## src/hdl/iir_pkg.sv

```systemverilog
package iir_pkg;

   // input samples and coefficients are 16 bit signed
   typedef logic signed [15:0] sample_t;

   // Q1.14 coefficient
   typedef logic signed [15:0] coef_t;

   // filter output, wraps in 32 bits
   typedef logic signed [31:0] result_t;

   // fraction bits dropped after accumulation
   localparam int COEF_FRAC = 14;

   // width of the buffer write address field
   localparam int BUF_AW = 16;

   // one biquad section
   typedef struct packed {
      coef_t b0;
      coef_t b1;
      coef_t b2;
      coef_t a1;
      coef_t a2;
   } coef_set_t;

   // write request into a sample buffer
   typedef struct packed {
      logic              en;
      logic [BUF_AW-1:0] addr;
      logic [31:0]       data;
   } buf_wr_t;

   // word addresses, byte address bits [7:2]
   typedef enum logic [5:0] {
      CTRL   = 6'd0,
      STATUS = 6'd1,
      LEN    = 6'd2,
      B0     = 6'd3,
      B1     = 6'd4,
      B2     = 6'd5,
      A1     = 6'd6,
      A2     = 6'd7,
      X_ADDR = 6'd8,
      X_DATA = 6'd9,
      Y_ADDR = 6'd10,
      Y_DATA = 6'd11
   } reg_addr_e;

endpackage
```

## src/hdl/iir_block_seq.sv

```systemverilog
`timescale 1ns/100ps

module iir_block_seq #(
   parameter int N_SAMPLES = 32
) (
   input  logic                          wb_clk_i,
   input  logic                          wb_rst_i,
   input  logic                          start_i,
   input  logic [$clog2(N_SAMPLES):0]    len_i,
   output logic [$clog2(N_SAMPLES)-1:0]  x_rd_addr_o,
   output logic                          core_valid_o,
   output logic                          core_clear_o,
   input  iir_pkg::result_t              core_result_i,
   input  logic                          core_valid_i,
   output iir_pkg::buf_wr_t              y_wr_o,
   output logic                          busy_o,
   output logic                          block_done_o
);
   import iir_pkg::*;

   localparam int IW = $clog2(N_SAMPLES);
   localparam int LW = IW + 1;

   logic          rd_active;
   logic [IW-1:0] y_idx;
   logic [LW-1:0] len_q;
   logic          rd_last;
   logic          y_last;
   logic          empty_q;

   assign rd_last = ({1'b0, x_rd_addr_o} == len_q - 1'b1);
   assign y_last  = ({1'b0, y_idx} == len_q - 1'b1);

   always_ff @(posedge wb_clk_i) begin
      if (wb_rst_i) begin
         busy_o       <= 1'b0;
         rd_active    <= 1'b0;
         core_valid_o <= 1'b0;
         core_clear_o <= 1'b0;
         empty_q      <= 1'b0;
         x_rd_addr_o  <= '0;
         y_idx        <= '0;
         len_q        <= '0;
      end else begin
         core_clear_o <= 1'b0;
         empty_q      <= 1'b0;
         // matches the one cycle buffer read
         core_valid_o <= rd_active;

         if (start_i && !busy_o) begin
            if (len_i == '0) begin
               // nothing to filter, report done right away
               empty_q <= 1'b1;
            end else begin
               busy_o       <= 1'b1;
               rd_active    <= 1'b1;
               core_clear_o <= 1'b1;
               x_rd_addr_o  <= '0;
               y_idx        <= '0;
               len_q        <= len_i;
            end
         end

         // read side, one address per clock
         if (rd_active) begin
            if (rd_last) begin
               rd_active <= 1'b0;
            end else begin
               x_rd_addr_o <= x_rd_addr_o + 1'b1;
            end
         end

         // write side follows the core output
         if (core_valid_i) begin
            y_idx <= y_idx + 1'b1;
            if (y_last) begin
               busy_o <= 1'b0;
            end
         end
      end
   end

   assign y_wr_o.en   = core_valid_i;
   assign y_wr_o.addr = {{(BUF_AW-IW){1'b0}}, y_idx};
   assign y_wr_o.data = core_result_i;

   // pulses with the final result write
   assign block_done_o = (core_valid_i & y_last) | empty_q;

endmodule

```

## config.mk

```make
export PLATFORM = sky130hd
export DESIGN_NAME = iir_block_seq
export DESIGN_NICKNAME = d
export VERILOG_FILES = /design/src/hdl/iir_pkg.sv /design/src/hdl/iir_block_seq.sv
export SDC_FILE = /design/constraint.sdc
export NUM_CORES = 1
export LEC_CHECK = 0
export BUFFER_PORTS_ARGS = -buffer_cell sky130_fd_sc_hd__buf_2
export CAP_MARGIN = 20
export CORE_ASPECT_RATIO = 0.5
export CORE_UTILIZATION = 40
export DETAILED_ROUTE_END_ITERATION = 10
export PLACE_DENSITY = 0.8
export SYNTH_ARGS = -nofsm -noshare
export SYNTH_HDL_FRONTEND = slang
export SYNTH_SLANG_ARGS = --single-unit
```

## constraint.sdc

```tcl
create_clock -name wb_clk_i -period 2.9 [get_ports wb_clk_i]
set_clock_uncertainty 0.05 [all_clocks]
set_input_delay 0.725 -clock wb_clk_i [delete_from_list [all_inputs] [get_ports wb_clk_i]]
set_output_delay 0.725 -clock wb_clk_i [all_outputs]
set_load 0.01 [all_outputs]
```

# Yosys cells after proc, flatten, opt, wreduce, memory -nomap -nowiden

Cells that the tools add are included.

Add/subtract/negate cells: 3
Multipliers: 0
Divide/modulo/power cells: 0
Magnitude comparators: 0
Equal/unequal tests: 3
Shift-type cells: 0
Multiplexer cells: 17
Bitwise gates (word level): 4
Reductions and logical operators: 7

Operators with widths:

| cell                                             | count |
|---|---|
| 2-to-1 mux 5 bit                                 | 7 |
| == test 5 x 6 -> 1 bit                           | 2 |
| adder 5 x 1 -> 5 bit, second input constant      | 2 |
| 2-to-1 mux 1 bit                                 | 10 |
| logical NOT 6 bit                                | 1 |
| subtractor 6 x 1 -> 6 bit, second input constant | 1 |
| AND reduction 2 bit                              | 2 |
| inequality test 2 bit, second input constant     | 1 |
| inverter 1 bit                                   | 2 |
| nonzero test 2 bit                               | 1 |
| OR reduction 2 bit                               | 1 |
| bitwise AND 1 bit                                | 1 |
| logical AND 1 bit                                | 1 |
| logical NOT 1 bit                                | 1 |
| OR 1 bit                                         | 1 |

Flip-flop bits (word level): 21
Bits in latches: 0
Memory bits (writable): 0
Bits in read-only memories: 0
Output and inout bits: 58
Word-level logic and storage cells: 42
Memories: 0

# Longest topological paths before layout

Gate-level depths: netlist of run 1.

Depth after elaboration: 5
Depth in mapped cells: 7
Mapped depth without buffers: 7

# Least setup slack after synthesis of run 1

Ideal clock, no wire load.

Path type: register to output
From: register len_q[0]
To: output port block_done_o
Arrival time: 1.611 ns
Data required time: 2.125 ns
Setup slack: 0.514 ns
Cell stages (with the launch flop): 6
Buffers on the path: 0
Cells stage by stage: dfxtp_1 -> or3_4 -> or4_4 -> nand4_1 -> nor3_1 -> or2_2

Cells in the longest elaborated chain, start to end: 4

RTL lines:

| item                      | line                | RTL |
|---|---|---|
| from (decl)               | iir_block_seq.sv:26 | `logic [LW-1:0] len_q;` |
| from (signal assigned)    | iir_block_seq.sv:60 | `len_q <= len_i;` |
| subtractor 6 x 1 -> 6 bit | iir_block_seq.sv:32 | `assign y_last = ({1'b0, y_idx} == len_q - 1'b1);` |
| == test 5 x 6 -> 1 bit    | iir_block_seq.sv:32 |  |
| bitwise AND 1 bit         | iir_block_seq.sv:88 | `assign block_done_o = (core_valid_i & y_last) \| empty_q;` |
| OR 1 bit                  | iir_block_seq.sv:88 |  |
| to (decl)                 | iir_block_seq.sv:17 | `output logic block_done_o` |

Every way passes these cells.

# Final worst setup path of run 1

Ends and elaborated chain as after synthesis.

==> key figures, run 1 <==
Layout
  • Final std cells w/o fill: roughly 220
  • Multi-input logic area: around 800 um^2
  • FF/Latch Area: about 430 um^2
  • Final nets: 218
  • N_diodes: 0
  • P&R area growth vs syn: -3.92%
  • Most frequent cells in the layout: buf_2, dfxtp_1, nor2_1, conb_1, nand2_1
  • Fillers: approximately 350
  • Share of cells above drive strength 1: 26.7%
  • Most common cell after layout, fill and taps aside: buf_2
  • Final instance area: between 1000 and 1500 um^2

Placed design
  • Post-place setup slack: ~0.28 ns
  • GPL Wtd Cong: ~0.85
  • Post-DP Area: between 1000 and 1500 um^2
  • I/O Buffers: 24
  • DP HPWL: roughly 2300 um
  • Placed cells: 218

Yosys
  • Unique masters post-synth: 45
  • Post-synth EDFFs: 0
  • Sequential area share after synthesis: between 20 and 30%
  • Top_reg_cell synth: dfxtp_1
  • Largest family of logic cells by synthesized area: simple AND/OR/NAND/NOR gates
  • Compound-gate portion of the synthesized area: a little under an eighth
  • Syn Inst Count: about 180
  • Synth Area in Simple Gates: between 20% and 30%
  • Netlist area before placement: ~1500 um^2
  • Async SR Flop Fraction: 0%
  • FF+latch count, synth: 21
  • Yosys warnings: 0
  • Post-synthesis adder-cell area fraction: under 10%
  • XOR/XNOR share of the synthesized area: under 10%
  • Per-instance average area after synthesis: ~8.4 um^2
  • Multiplexer share of the synthesized area: roughly 2%

Die
  • Initial Util: a little over two fifths
  • Die H: 45.8 um
  • Row count: 15
  • Die Wd: 89.6 um
  • Core box area: 3550 um^2
  • # IOs: 100
  • Die ar.: a little over 4000 um^2

Min path
  • Hold Path Class: register to register
  • Hold path start: len_q[5]
  • Hold Path Stages: 2

Timing
  • Final min period: 2.85 ns
  • Post-route clock period utilization: between 90 and 100%
  • Sum Neg Setup Slack: 0 ns
  • Final setup vio count: 0
  • Final Max Tran Viols: 0
  • Post-route worst setup slack: 0.0467 ns
  • Fmax achieved: 0.350 GHz
  • Final hold vios: 0

Worst setup path
  • Crit. Startpoint: len_q[0]
  • WP data arrival: around 2.1 ns
  • Cell family with most CP delay: simple AND/OR/NAND/NOR gates
  • Reg-to-Reg Start: len_q[1]
  • Worst path depth: 8
  • Bufs and invs on worst path: 2
  • Kind of critical path: register to output pin
  • R2R depth: 7
  • Max incr delay on CP: between 0.3 and 0.4 ns
  • CP cell instances: inv_1 > ha_2 > and2_1 > a211o_1 > a31oi_1 > nor3_2 > or2_2 > buf_2
  • Worst-path maximum fanout: 4
  • Critical path's slowest cell: dfxtp_4
  • Crit end category: output pin
  • Startpoint Class: register
  • CP Data Required Time: between 2 and 2.5 ns

Run
  • # Max-Cap Violations: 0

Clock tree
  • Max clock buf depth: 2
  • Clock Latency Late Sink: 0.27 ns
  • Htree depth: 1
  • CTS tree: done
  • CTS Sinks: 21
  • Clock transition at the registers of the reported paths: around 0.070 ns
  • CTS buffer count: 3
  • Root Buffer: clkbuf_8
  • # hold bufs at CTS: 0

Power
  • Static Leak: roughly 0.6 nW
  • Pwr per Cell Area: 449 nW/um^2
  • Peak supply drop: 0.143 mV

Route
  • Starting DRC count in detailed routing: 75
  • Drt wl/cell: around 14 um
  • Total Wirelength: roughly 3100 um
  • DRT antenna net count: 0
  • Via count: approximately 1100
  • First-pass detailed-route iteration total: 4
  • Via-to-Cell Ratio: a little over 5
  • Drt drc: 0

Global routing
  • Largest net degree at the start of global routing: 30
  • Initial antenna violation count: 0
  • Vias in the first global route: 1011
  • Total GRT Usage: 15.4%
  • Grt ovf: 0
  • First-pass GRT wire length: approximately 4600 um

Status
  • Run status: completed
state kept, by name (all words and copies together), names as in the netlist:
| register | count |
|---|---|
| core_valid_o | 1 |
| len_q | 6 |
| busy_o | 1 |
| core_clear_o | 1 |
| x_rd_addr_o | 5 |
| rd_active | 1 |
| y_idx | 5 |
| empty_q | 1 |
where the power goes:
part	internal [mW]	total [mW]	switching, mW
clock network	0.0982	0.199	0.100
logic	0.0646	0.142	0.0779
registers	0.302	0.320	0.0187
total	0.464	0.661	0.197
worst paths after layout:
kind | slack [ns] | to
max | 0.05 | block_done_o
min | 0.44 | len_q[5]
max reg2reg | 0.91 | x_rd_addr_o[1]
min reg2reg | 0.44 | len_q[5]
routing by layer:
metal | vias to the layer above | share of wire, % | routed length (um) | track usage [%]
met1 | 528 | 39 | 1220 | 17.4
met5 | - | 0 | 0 | 0
li1 | 554 | - | - | -
met2 | 43 | 47 | 1480 | 25.6
met3 | 22 | 10 | 314 | 5.25
met4 | 0 | 3.4 | 107 | 9.52
area by class of cell:
| cell class | count | area share, % |
|---|---|---|
| Timing Repair Buffer | 26 | 9.17 |
| Clock buffer | 4 | 3.06 |
| Multi-Input combinational cell | 119 | 54.0 |
| Tap cell | 51 | 4.33 |
| Sequential cell | 21 | 28.9 |
| Inverter | 2 | 0.509 |
logic make-up (layout without fill, tap and decap cells):
kind of cell               after synthesis  in the layout
AOI/OAI and AO/OA                       27             27
xor gates and xnor gates                12             12
adders and majority gates                3              3
buffers and inverters                   52             32
DFF                                     21             21
muxes                                    3              3
other                                    1             11
and+or+nand+nor                         63             63
tightest hold or removal path: cells and delay by family, from the launching register on:
family	cells	cell delay (ns)
flip-flops	1	0.34
AO/OA/AOI/OAI	1	0.05
AND/OR/NAND/NOR	1	0.06
synthesized netlist by cell type (2+ instances only):
cell | number | area share [%]
nand2b_1 | 7 | 2.9
clkbuf_1 | 5 | 1.2
a311oi_1 | 2 | 1.1
o22ai_1 | 3 | 1.2
o21ai_1 | 3 | 0.98
ha_1 | 3 | 2.4
dfxtp_1 | 21 | 27
nor2_1 | 14 | 3.4
mux2i_1 | 3 | 2.0
nand3_1 | 4 | 1.3
nor2b_1 | 3 | 1.2
nor3_1 | 4 | 1.3
a41oi_1 | 2 | 1.1
or2_2 | 3 | 1.2
nand2_1 | 10 | 2.4
a21oi_1 | 8 | 2.6
buf_4 | 44 | 22
xnor2_1 | 8 | 4.6
nor4b_1 | 3 | 1.7
inv_1 | 2 | 0.49
and4b_1 | 2 | 1.3
nand3b_1 | 2 | 0.98
o21ai_0 | 2 | 0.65
xor2_1 | 3 | 1.7
through the flow:
step	power [mW]	hold slack, ns	utilization, %
after global routing	0.692	0.477	41.6
after detailed placement	0.463	0.426	39.5
after CTS	0.659	0.438	40.8
final	0.661	0.444	41.6
after global placement	0.459	0.418	39.5
after floorplan	0.486	0.400	-
repair_timing:
action / in CTS / in global routing
setup buffers: 0 / 1
hold endpoints to repair: 0 / 0
pin swaps: 0 / 3
gates resized for setup: 1 / 6
endpoints found under the setup margin: 1 / 1
Note: power is estimated with default switching activity, not from simulation.
==> run 2, diff against run 1 <==
- SETUP_SLACK_MARGIN: default -> 0.1
==> run 2 against run 1 <==
Effect of this change:
- register-to-register slack worse by 0.03 ns
- via count down 1.6%
- die area unchanged
- clock power about the same
- first-iteration DRC count down 1.3%
- routed wire length up 1.5%
- total power up 0.29%
- core utilization up 0.28 points
- combinational power up 3%
- maximum frequency up 2.2%
- setup slack better by 0.062 ns
- highest routed layer unchanged
==> key figures, run 2 (synthesis gave the netlist of run 1 again) <==
Worst setup path
  • Bufs and invs on worst path: 1 (was 2)
  • Critical path's slowest cell: or4_4 (was dfxtp_4)
  • WP data arrival: 2.02 ns (was 2.08 ns)
  • CP Data Required Time: 2.12 ns (about the same)
  • Cell family with most CP delay: simple AND/OR/NAND/NOR gates (unchanged)
  • Startpoint Class: register (unchanged)
  • CP cell instances: or3_4 > or4_4 > nand4_1 > nor3_2 > or2_2 > buf_2 (was inv_1 > ha_2 > and2_1 > a211o_1 > a31oi_1 > nor3_2 > or2_2 > buf_2)
  • R2R depth: 7 (unchanged)
  • Worst r2r dst: x_rd_addr_o[1] (unchanged)
  • Crit end category: output pin (unchanged)
  • Worst path depth: 6 (was 8)
  • Register-to-register setup slack: 0.88 ns (was 0.91 ns)
  • Kind of critical path: register to output pin (unchanged)
  • Worst-path maximum fanout: 3 (was 4)
  • Max incr delay on CP: 0.43 ns (was 0.35 ns)
  • Reg-to-Reg Start: len_q[1] (unchanged)

Min path
  • Hold path start: len_q[5] (unchanged)
  • Hold Path Stages: 2 (unchanged)
  • Hold Path Class: register to register (unchanged)
  • Worst Hold End: len_q[5] (unchanged)

Layout
  • Finished Core Util: 41.8% (was 41.6%)
  • Fillers: 350 (was 349)
  • Top reg by flops: len_q (unchanged)
  • Final nets: 219 (was 218)
  • Flip-flop count of the largest register after layout: 6 (unchanged)
  • Most common cell after layout, fill and taps aside: buf_2 (unchanged)
  • Final instance area: 1480 um^2 (was 1470 um^2)
  • Regs by FF count: len_q x6, x_rd_addr_o x5, y_idx x5 (unchanged)
  • P&R area growth vs syn: -3.26% (was -3.92%)
  • Most frequent cells in the layout: buf_2, dfxtp_1, nor2_1, conb_1, nand2_1 (unchanged)
  • N_diodes: 0 (unchanged)
  • Share of cells above drive strength 1: 27.7% (was 26.7%)

Global routing
  • Initial antenna violation count: 0 (unchanged)
  • Largest net degree at the start of global routing: 30 (unchanged)
  • Vias in the first global route: 1007 (was 1011)
  • First-pass GRT wire length: 4700 um (was 4640 um)
  • Grt ovf: 0 (unchanged)
  • Total GRT Usage: 15.6% (was 15.4%)

Clock tree
  • CTS tree: done (unchanged)
  • CTS buffer count: 3 (unchanged)
  • CTS Sinks: 21 (unchanged)
  • Max clock buf depth: 2 (unchanged)
  • Clock Latency Late Sink: 0.27 ns (about the same)
  • Root Buffer: clkbuf_8 (unchanged)
  • # hold bufs at CTS: 0 (unchanged)
  • Clock transition at the registers of the reported paths: 0.07 ns (about the same)
  • Htree depth: 1 (unchanged)

Placed design
  • Post-DP Area: 1400 um^2 (unchanged)
  • I/O Buffers: 24 (unchanged)
  • Post-place setup slack: 0.277 ns (unchanged)
  • GPL Wtd Cong: 0.849 (unchanged)
  • DP HPWL: 2260 um (unchanged)

Timing
  • Final min period: 2.79 ns (was 2.85 ns)
  • Final Max Tran Viols: 0 (unchanged)
  • Fmax achieved: 0.358 GHz (was 0.350 GHz)
  • Final setup vio count: 0 (unchanged)
  • Final hold vios: 0 (unchanged)
  • Post-route worst setup slack: 0.108 ns (was 0.0467 ns)
  • Sum Neg Setup Slack: 0 ns (unchanged)
  • RSZ-0062 raised after global routing: yes
  • Post-route clock period utilization: 96.3% (was 98.4%)

Route
  • First-pass detailed-route iteration total: 6 (was 4)
  • DRT antenna net count: 0 (unchanged)
  • Via count: 1129 (was 1147)
  • Via-to-Cell Ratio: 5.04 (was 5.14)
  • Total Wirelength: 3170 um (was 3120 um)
  • Drt wl/cell: 14.1 um (was 14.0 um)
  • Starting DRC count in detailed routing: 74 (was 75)
  • Drt drc: 0 (unchanged)

Die
  • Row count: 15 (unchanged)
  • Core box area: 3550 um^2 (unchanged)
  • # IOs: 100 (unchanged)
  • Initial Util: 43.2% (unchanged)
  • Die H: 45.8 um (unchanged)
  • Die ar.: 4100 um^2 (unchanged)
  • Die Wd: 89.6 um (unchanged)

Power
  • Pwr Total: 0.663 mW (was 0.661 mW)
  • Pwr per Cell Area: 447 nW/um^2 (was 449 nW/um^2)
  • Peak supply drop: 0.143 mV (about the same)
  • Static Leak: 0.611 nW (was 0.604 nW)

Run
  • # Max-Cap Violations: 0 (unchanged)

Status
  • Run status: completed (unchanged)
## run 2: final cells by class
type                            instances  area (um^2)  area share, %
Clock buffer                            4         45.0           3.04
Inverter                                2         7.51          0.506
Multi-Input combinational cell        119          798           53.8
Sequential cell                        21          427           28.8
Tap cell                               51         63.8           4.30
Timing Repair Buffer                   27          143           9.61
## run 2: worst max-delay path by stage
stage                     startpoint            to  slack, ns
after CTS                   len_q[0]  block_done_o       0.12
after global placement      len_q[0]  block_done_o       0.37
after detailed placement    len_q[0]  block_done_o       0.28
final                       len_q[0]  block_done_o       0.11
after global routing        len_q[0]  block_done_o      0.001
after floorplan             len_q[0]  block_done_o       0.51
## run 2: where the power goes
group          internal (mW)  switching, mW  total [mW]
Combinational         0.0670         0.0794       0.146
Sequential             0.302         0.0189       0.321
Clock                 0.0982         0.0982       0.196
## run 2: tightest hold or removal path, cell delays in order, from the launching register on
cell and delay [ns]:
dfxtp_1 0.34, nand2_1 0.06, a21oi_1 0.05
## run 2: stage by stage
| step | hold WS, ns | instances |
|---|---|---|
| after detailed placement | 0.426 | 218 |
| after global placement | 0.418 | 218 |
| after global routing | 0.477 | 224 |
| final | 0.447 | 224 |
| after CTS | 0.438 | 224 |
| after floorplan | 0.400 | 192 |
## run 2: routing by layer
metal,GRT usage (%),wire [um],vias to the layer above,part of all wire [%]
met5,0,0,-,0
met3,5.25,307,20,9.7
li1,-,-,555,-
met4,9.52,92,0,2.9
met1,17.6,1260,522,40
met2,26.1,1510,32,48
## run 2: what timing repair did
action | in CTS | in global routing
endpoints found under the setup margin | 1 | 1
gates resized for setup | 4 | 4
buffers inserted | 2 | 0
cloned | 0 | 0
pin swaps | 1 | 1
==> run 3, diff against run 2 <==
- CELL_PAD_IN_SITES_DETAIL_PLACEMENT: default -> 1
- CELL_PAD_IN_SITES_GLOBAL_PLACEMENT: default -> 1
- CORE_UTILIZATION: 40 -> 29
- PLACE_DENSITY: 0.8 -> 0.83
- SKIP_LAST_GASP: default -> 1
==> run 3 against run 2 <==
Effect of this change:
- setup slack better by 0.028 ns
- cell count up 8.5%
- first-iteration DRC count down 20%
- global-route usage down 2.7 points
- core utilization down 11 points
- largest cell class unchanged
- routed wire length up 17%
- maximum frequency up 1.0%
- register-to-register slack better by 0.03 ns
- die area up 37%
- combinational power up 5%
- worst hold slack better by 0.026 ns
- sequential power about the same
==> key figures, run 3 (synthesis gave the netlist of run 1 again) <==
Timing
  • Final Max Tran Viols: 0 (unchanged)
  • Sum Neg Setup Slack: 0 ns (unchanged)
  • RSZ-0062 raised after global routing: yes (unchanged)
  • Final setup vio count: 0 (unchanged)
  • Fmax achieved: 0.362 GHz (was 0.358 GHz)
  • Post-route clock period utilization: 95.3% (was 96.3%)
  • Final hold vios: 0 (unchanged)
  • Final min period: 2.76 ns (was 2.79 ns)

Worst setup path
  • Worst path depth: 6 (unchanged)
  • Crit. Startpoint: len_q[0] (unchanged)
  • Startpoint Class: register (unchanged)
  • Crit end category: output pin (unchanged)
  • Kind of critical path: register to output pin (unchanged)
  • Register-to-register setup slack: 0.91 ns (was 0.88 ns)
  • R2R depth: 7 (unchanged)
  • Reg-to-Reg Start: len_q[1] (unchanged)
  • Cell family with most CP delay: simple AND/OR/NAND/NOR gates (unchanged)
  • Worst r2r dst: x_rd_addr_o[1] (unchanged)
  • CP Data Required Time: 2.12 ns (about the same)
  • CP cell instances: or3_4 > or4_4 > nand4_1 > nor3_2 > or2_4 > buf_6 (was or3_4 > or4_4 > nand4_1 > nor3_2 > or2_2 > buf_2)
  • WP data arrival: 1.99 ns (was 2.02 ns)
  • CP endpoint: block_done_o (unchanged)
  • Critical path's slowest cell: or4_4 (unchanged)
  • Max incr delay on CP: 0.43 ns (about the same)
  • Worst-path maximum fanout: 3 (unchanged)
  • Bufs and invs on worst path: 1 (unchanged)

Global routing
  • First-pass GRT wire length: 5590 um (was 4700 um)
  • GR peak layer: met2 (unchanged)
  • Vias in the first global route: 1145 (was 1007)
  • Grt ovf: 0 (unchanged)
  • Initial antenna violation count: 0 (unchanged)
  • Met3 Track Usage GR: 4.93% (was 5.25%)
  • Met1 global-route usage: 13.0% (was 17.6%)
  • Largest net degree at the start of global routing: 30 (unchanged)
  • Total GRT Usage: 12.9% (was 15.6%)
  • Met2 GRT Util: 24.6% (was 26.1%)

Placed design
  • GPL Wtd Cong: 0.802 (was 0.849)
  • Post-DP Area: 1430 um^2 (was 1400 um^2)
  • I/O Buffers: 24 (unchanged)
  • DP HPWL: 2820 um (was 2260 um)

Layout
  • Share of cells above drive strength 1: 27.7% (unchanged)
  • Most common cell after layout, fill and taps aside: buf_2 (unchanged)
  • Most frequent cells in the layout: buf_2, dfxtp_1, nor2_1, conb_1, nand2_1 (unchanged)
  • P&R area growth vs syn: -0.653% (was -3.26%)
  • N_diodes: 0 (unchanged)
  • Top reg by flops: len_q (unchanged)
  • Flip-flop count of the largest register after layout: 6 (unchanged)
  • Regs by FF count: len_q x6, x_rd_addr_o x5, y_idx x5 (unchanged)
  • Final nets: 219 (unchanged)
  • Final instance area: 1520 um^2 (was 1480 um^2)
  • Fillers: 606 (was 350)

Clock tree
  • CTS buffer count: 3 (unchanged)
  • Root Buffer: clkbuf_8 (unchanged)
  • Clock transition at the registers of the reported paths: 0.07 ns (about the same)
  • Clock Latency Late Sink: 0.26 ns (was 0.27 ns)
  • Htree depth: 1 (unchanged)
  • Max clock buf depth: 2 (unchanged)
  • CTS Sinks: 21 (unchanged)
  • CTS tree: done (unchanged)

Route
  • Starting DRC count in detailed routing: 59 (was 74)
  • Drt wl/cell: 15.2 um (was 14.1 um)
  • First-pass detailed-route iteration total: 5 (was 6)
  • Via-to-Cell Ratio: 4.79 (was 5.04)
  • DRT antenna net count: 0 (unchanged)
  • Total Wirelength: 3690 um (was 3170 um)
  • Via count: 1163 (was 1129)
  • Drt drc: 0 (unchanged)

Die
  • # IOs: 100 (unchanged)
  • Core box area: 5000 um^2 (was 3550 um^2)
  • Row count: 18 (was 15)
  • Die ar.: 5600 um^2 (was 4100 um^2)
  • Die Wd: 105 um (was 89.6 um)
  • Die H: 53.4 um (was 45.8 um)
  • Initial Util: 30.7% (was 43.2%)

Status
  • Run status: completed (unchanged)

Min path
  • Hold Path Class: register to register (unchanged)
  • Hold path start: len_q[5] (unchanged)

Power
  • Peak supply drop: 0.185 mV (was 0.143 mV)
  • Pwr per Cell Area: 438 nW/um^2 (was 447 nW/um^2)
  • Static Leak: 0.611 nW (about the same)

Run
  • # Max-Cap Violations: 0 (unchanged)
-- run 3: changes by cell type in the layout (fill, tap and decap cells not counted) --
| cell | change |
|---|---|
| buf_2 | -1 |
| inv_1 | -1 |
| buf_6 | +1 |
| ha_2 | -1 |
| inv_2 | +1 |
| or2_2 | -1 |
| and2_4 | -1 |
| ha_4 | +1 |
| and2_1 | +1 |
| or2_4 | +1 |
-- run 3: worst min-delay path by stage --
stage	endpoint	slack (ns)	cells after the start
after detailed placement	len_q[5]	0.44	2
after floorplan	len_q[5]	0.40	2
final	len_q[5]	0.47	2
after global placement	len_q[5]	0.43	2
after CTS	len_q[5]	0.45	2
after global routing	len_q[2]	0.51	2
-- run 3: power breakdown --
group,leakage (nW),internal [mW],switching [mW]
registers,0.173,0.302,0.0205
clock network,0.0228,0.0978,0.0939
logic,0.415,0.0697,0.0832
total,0.611,0.469,0.198
-- run 3: final cells by class --
cell class                 instances  area (um^2)  area share (%)
multi-input combinational        119          808            53.0
sequential                        21          427            28.0
timing repair buffer              27          149            9.77
tap                               70         87.6            5.75
clock buffer                       4         45.0            2.96
inverter                           2         7.51           0.493
-- run 3: worst reg2reg max path, delay by kind of cell, from the launching register on --
| family | cells | cell delay (ns) |
|---|---|---|
| and+or+nand+nor | 2 | 0.67 |
| AOI/OAI and AO/OA | 1 | 0.27 |
| adders and majority gates | 1 | 0.17 |
| DFF | 1 | 0.33 |
| muxes | 1 | 0.21 |
| xor gates and xnor gates | 1 | 0.11 |
| buffers and inverters | 1 | 0.12 |
-- run 3: routing by layer --
| layer | routed length, um | part of all wire, % |
|---|---|---|
| met1 | 1490 | 40 |
| met2 | 1820 | 49 |
| met3 | 300 | 8.1 |
| met4 | 86 | 2.3 |
| met5 | 0 | 0 |
-- run 3: timing repair --
action / CTS / global route
buffers inserted: 2 / 0
pin swaps: 4 / 0
hold buffers: 0 / 0
setup endpoints to repair: 1 / 1
gates cloned: 0 / 0
resized for setup: 10 / 1
-- run 3: per-stage QoR --
| stage | hold WS, ns | setup WS [ns] | utilization (%) | std cells | power, mW |
|---|---|---|---|---|---|
| final | 0.473 | 0.137 | 30.5 | 243 | 0.667 |
| after global routing | 0.506 | 0.0845 | 30.5 | 243 | 0.702 |
| after CTS | 0.453 | 0.154 | 30.4 | 243 | 0.673 |
| after detailed placement | 0.442 | 0.193 | 28.5 | 237 | 0.469 |
| after global placement | 0.434 | 0.356 | 28.5 | 237 | 0.461 |
| after floorplan | 0.400 | 0.514 | - | 192 | 0.486 |
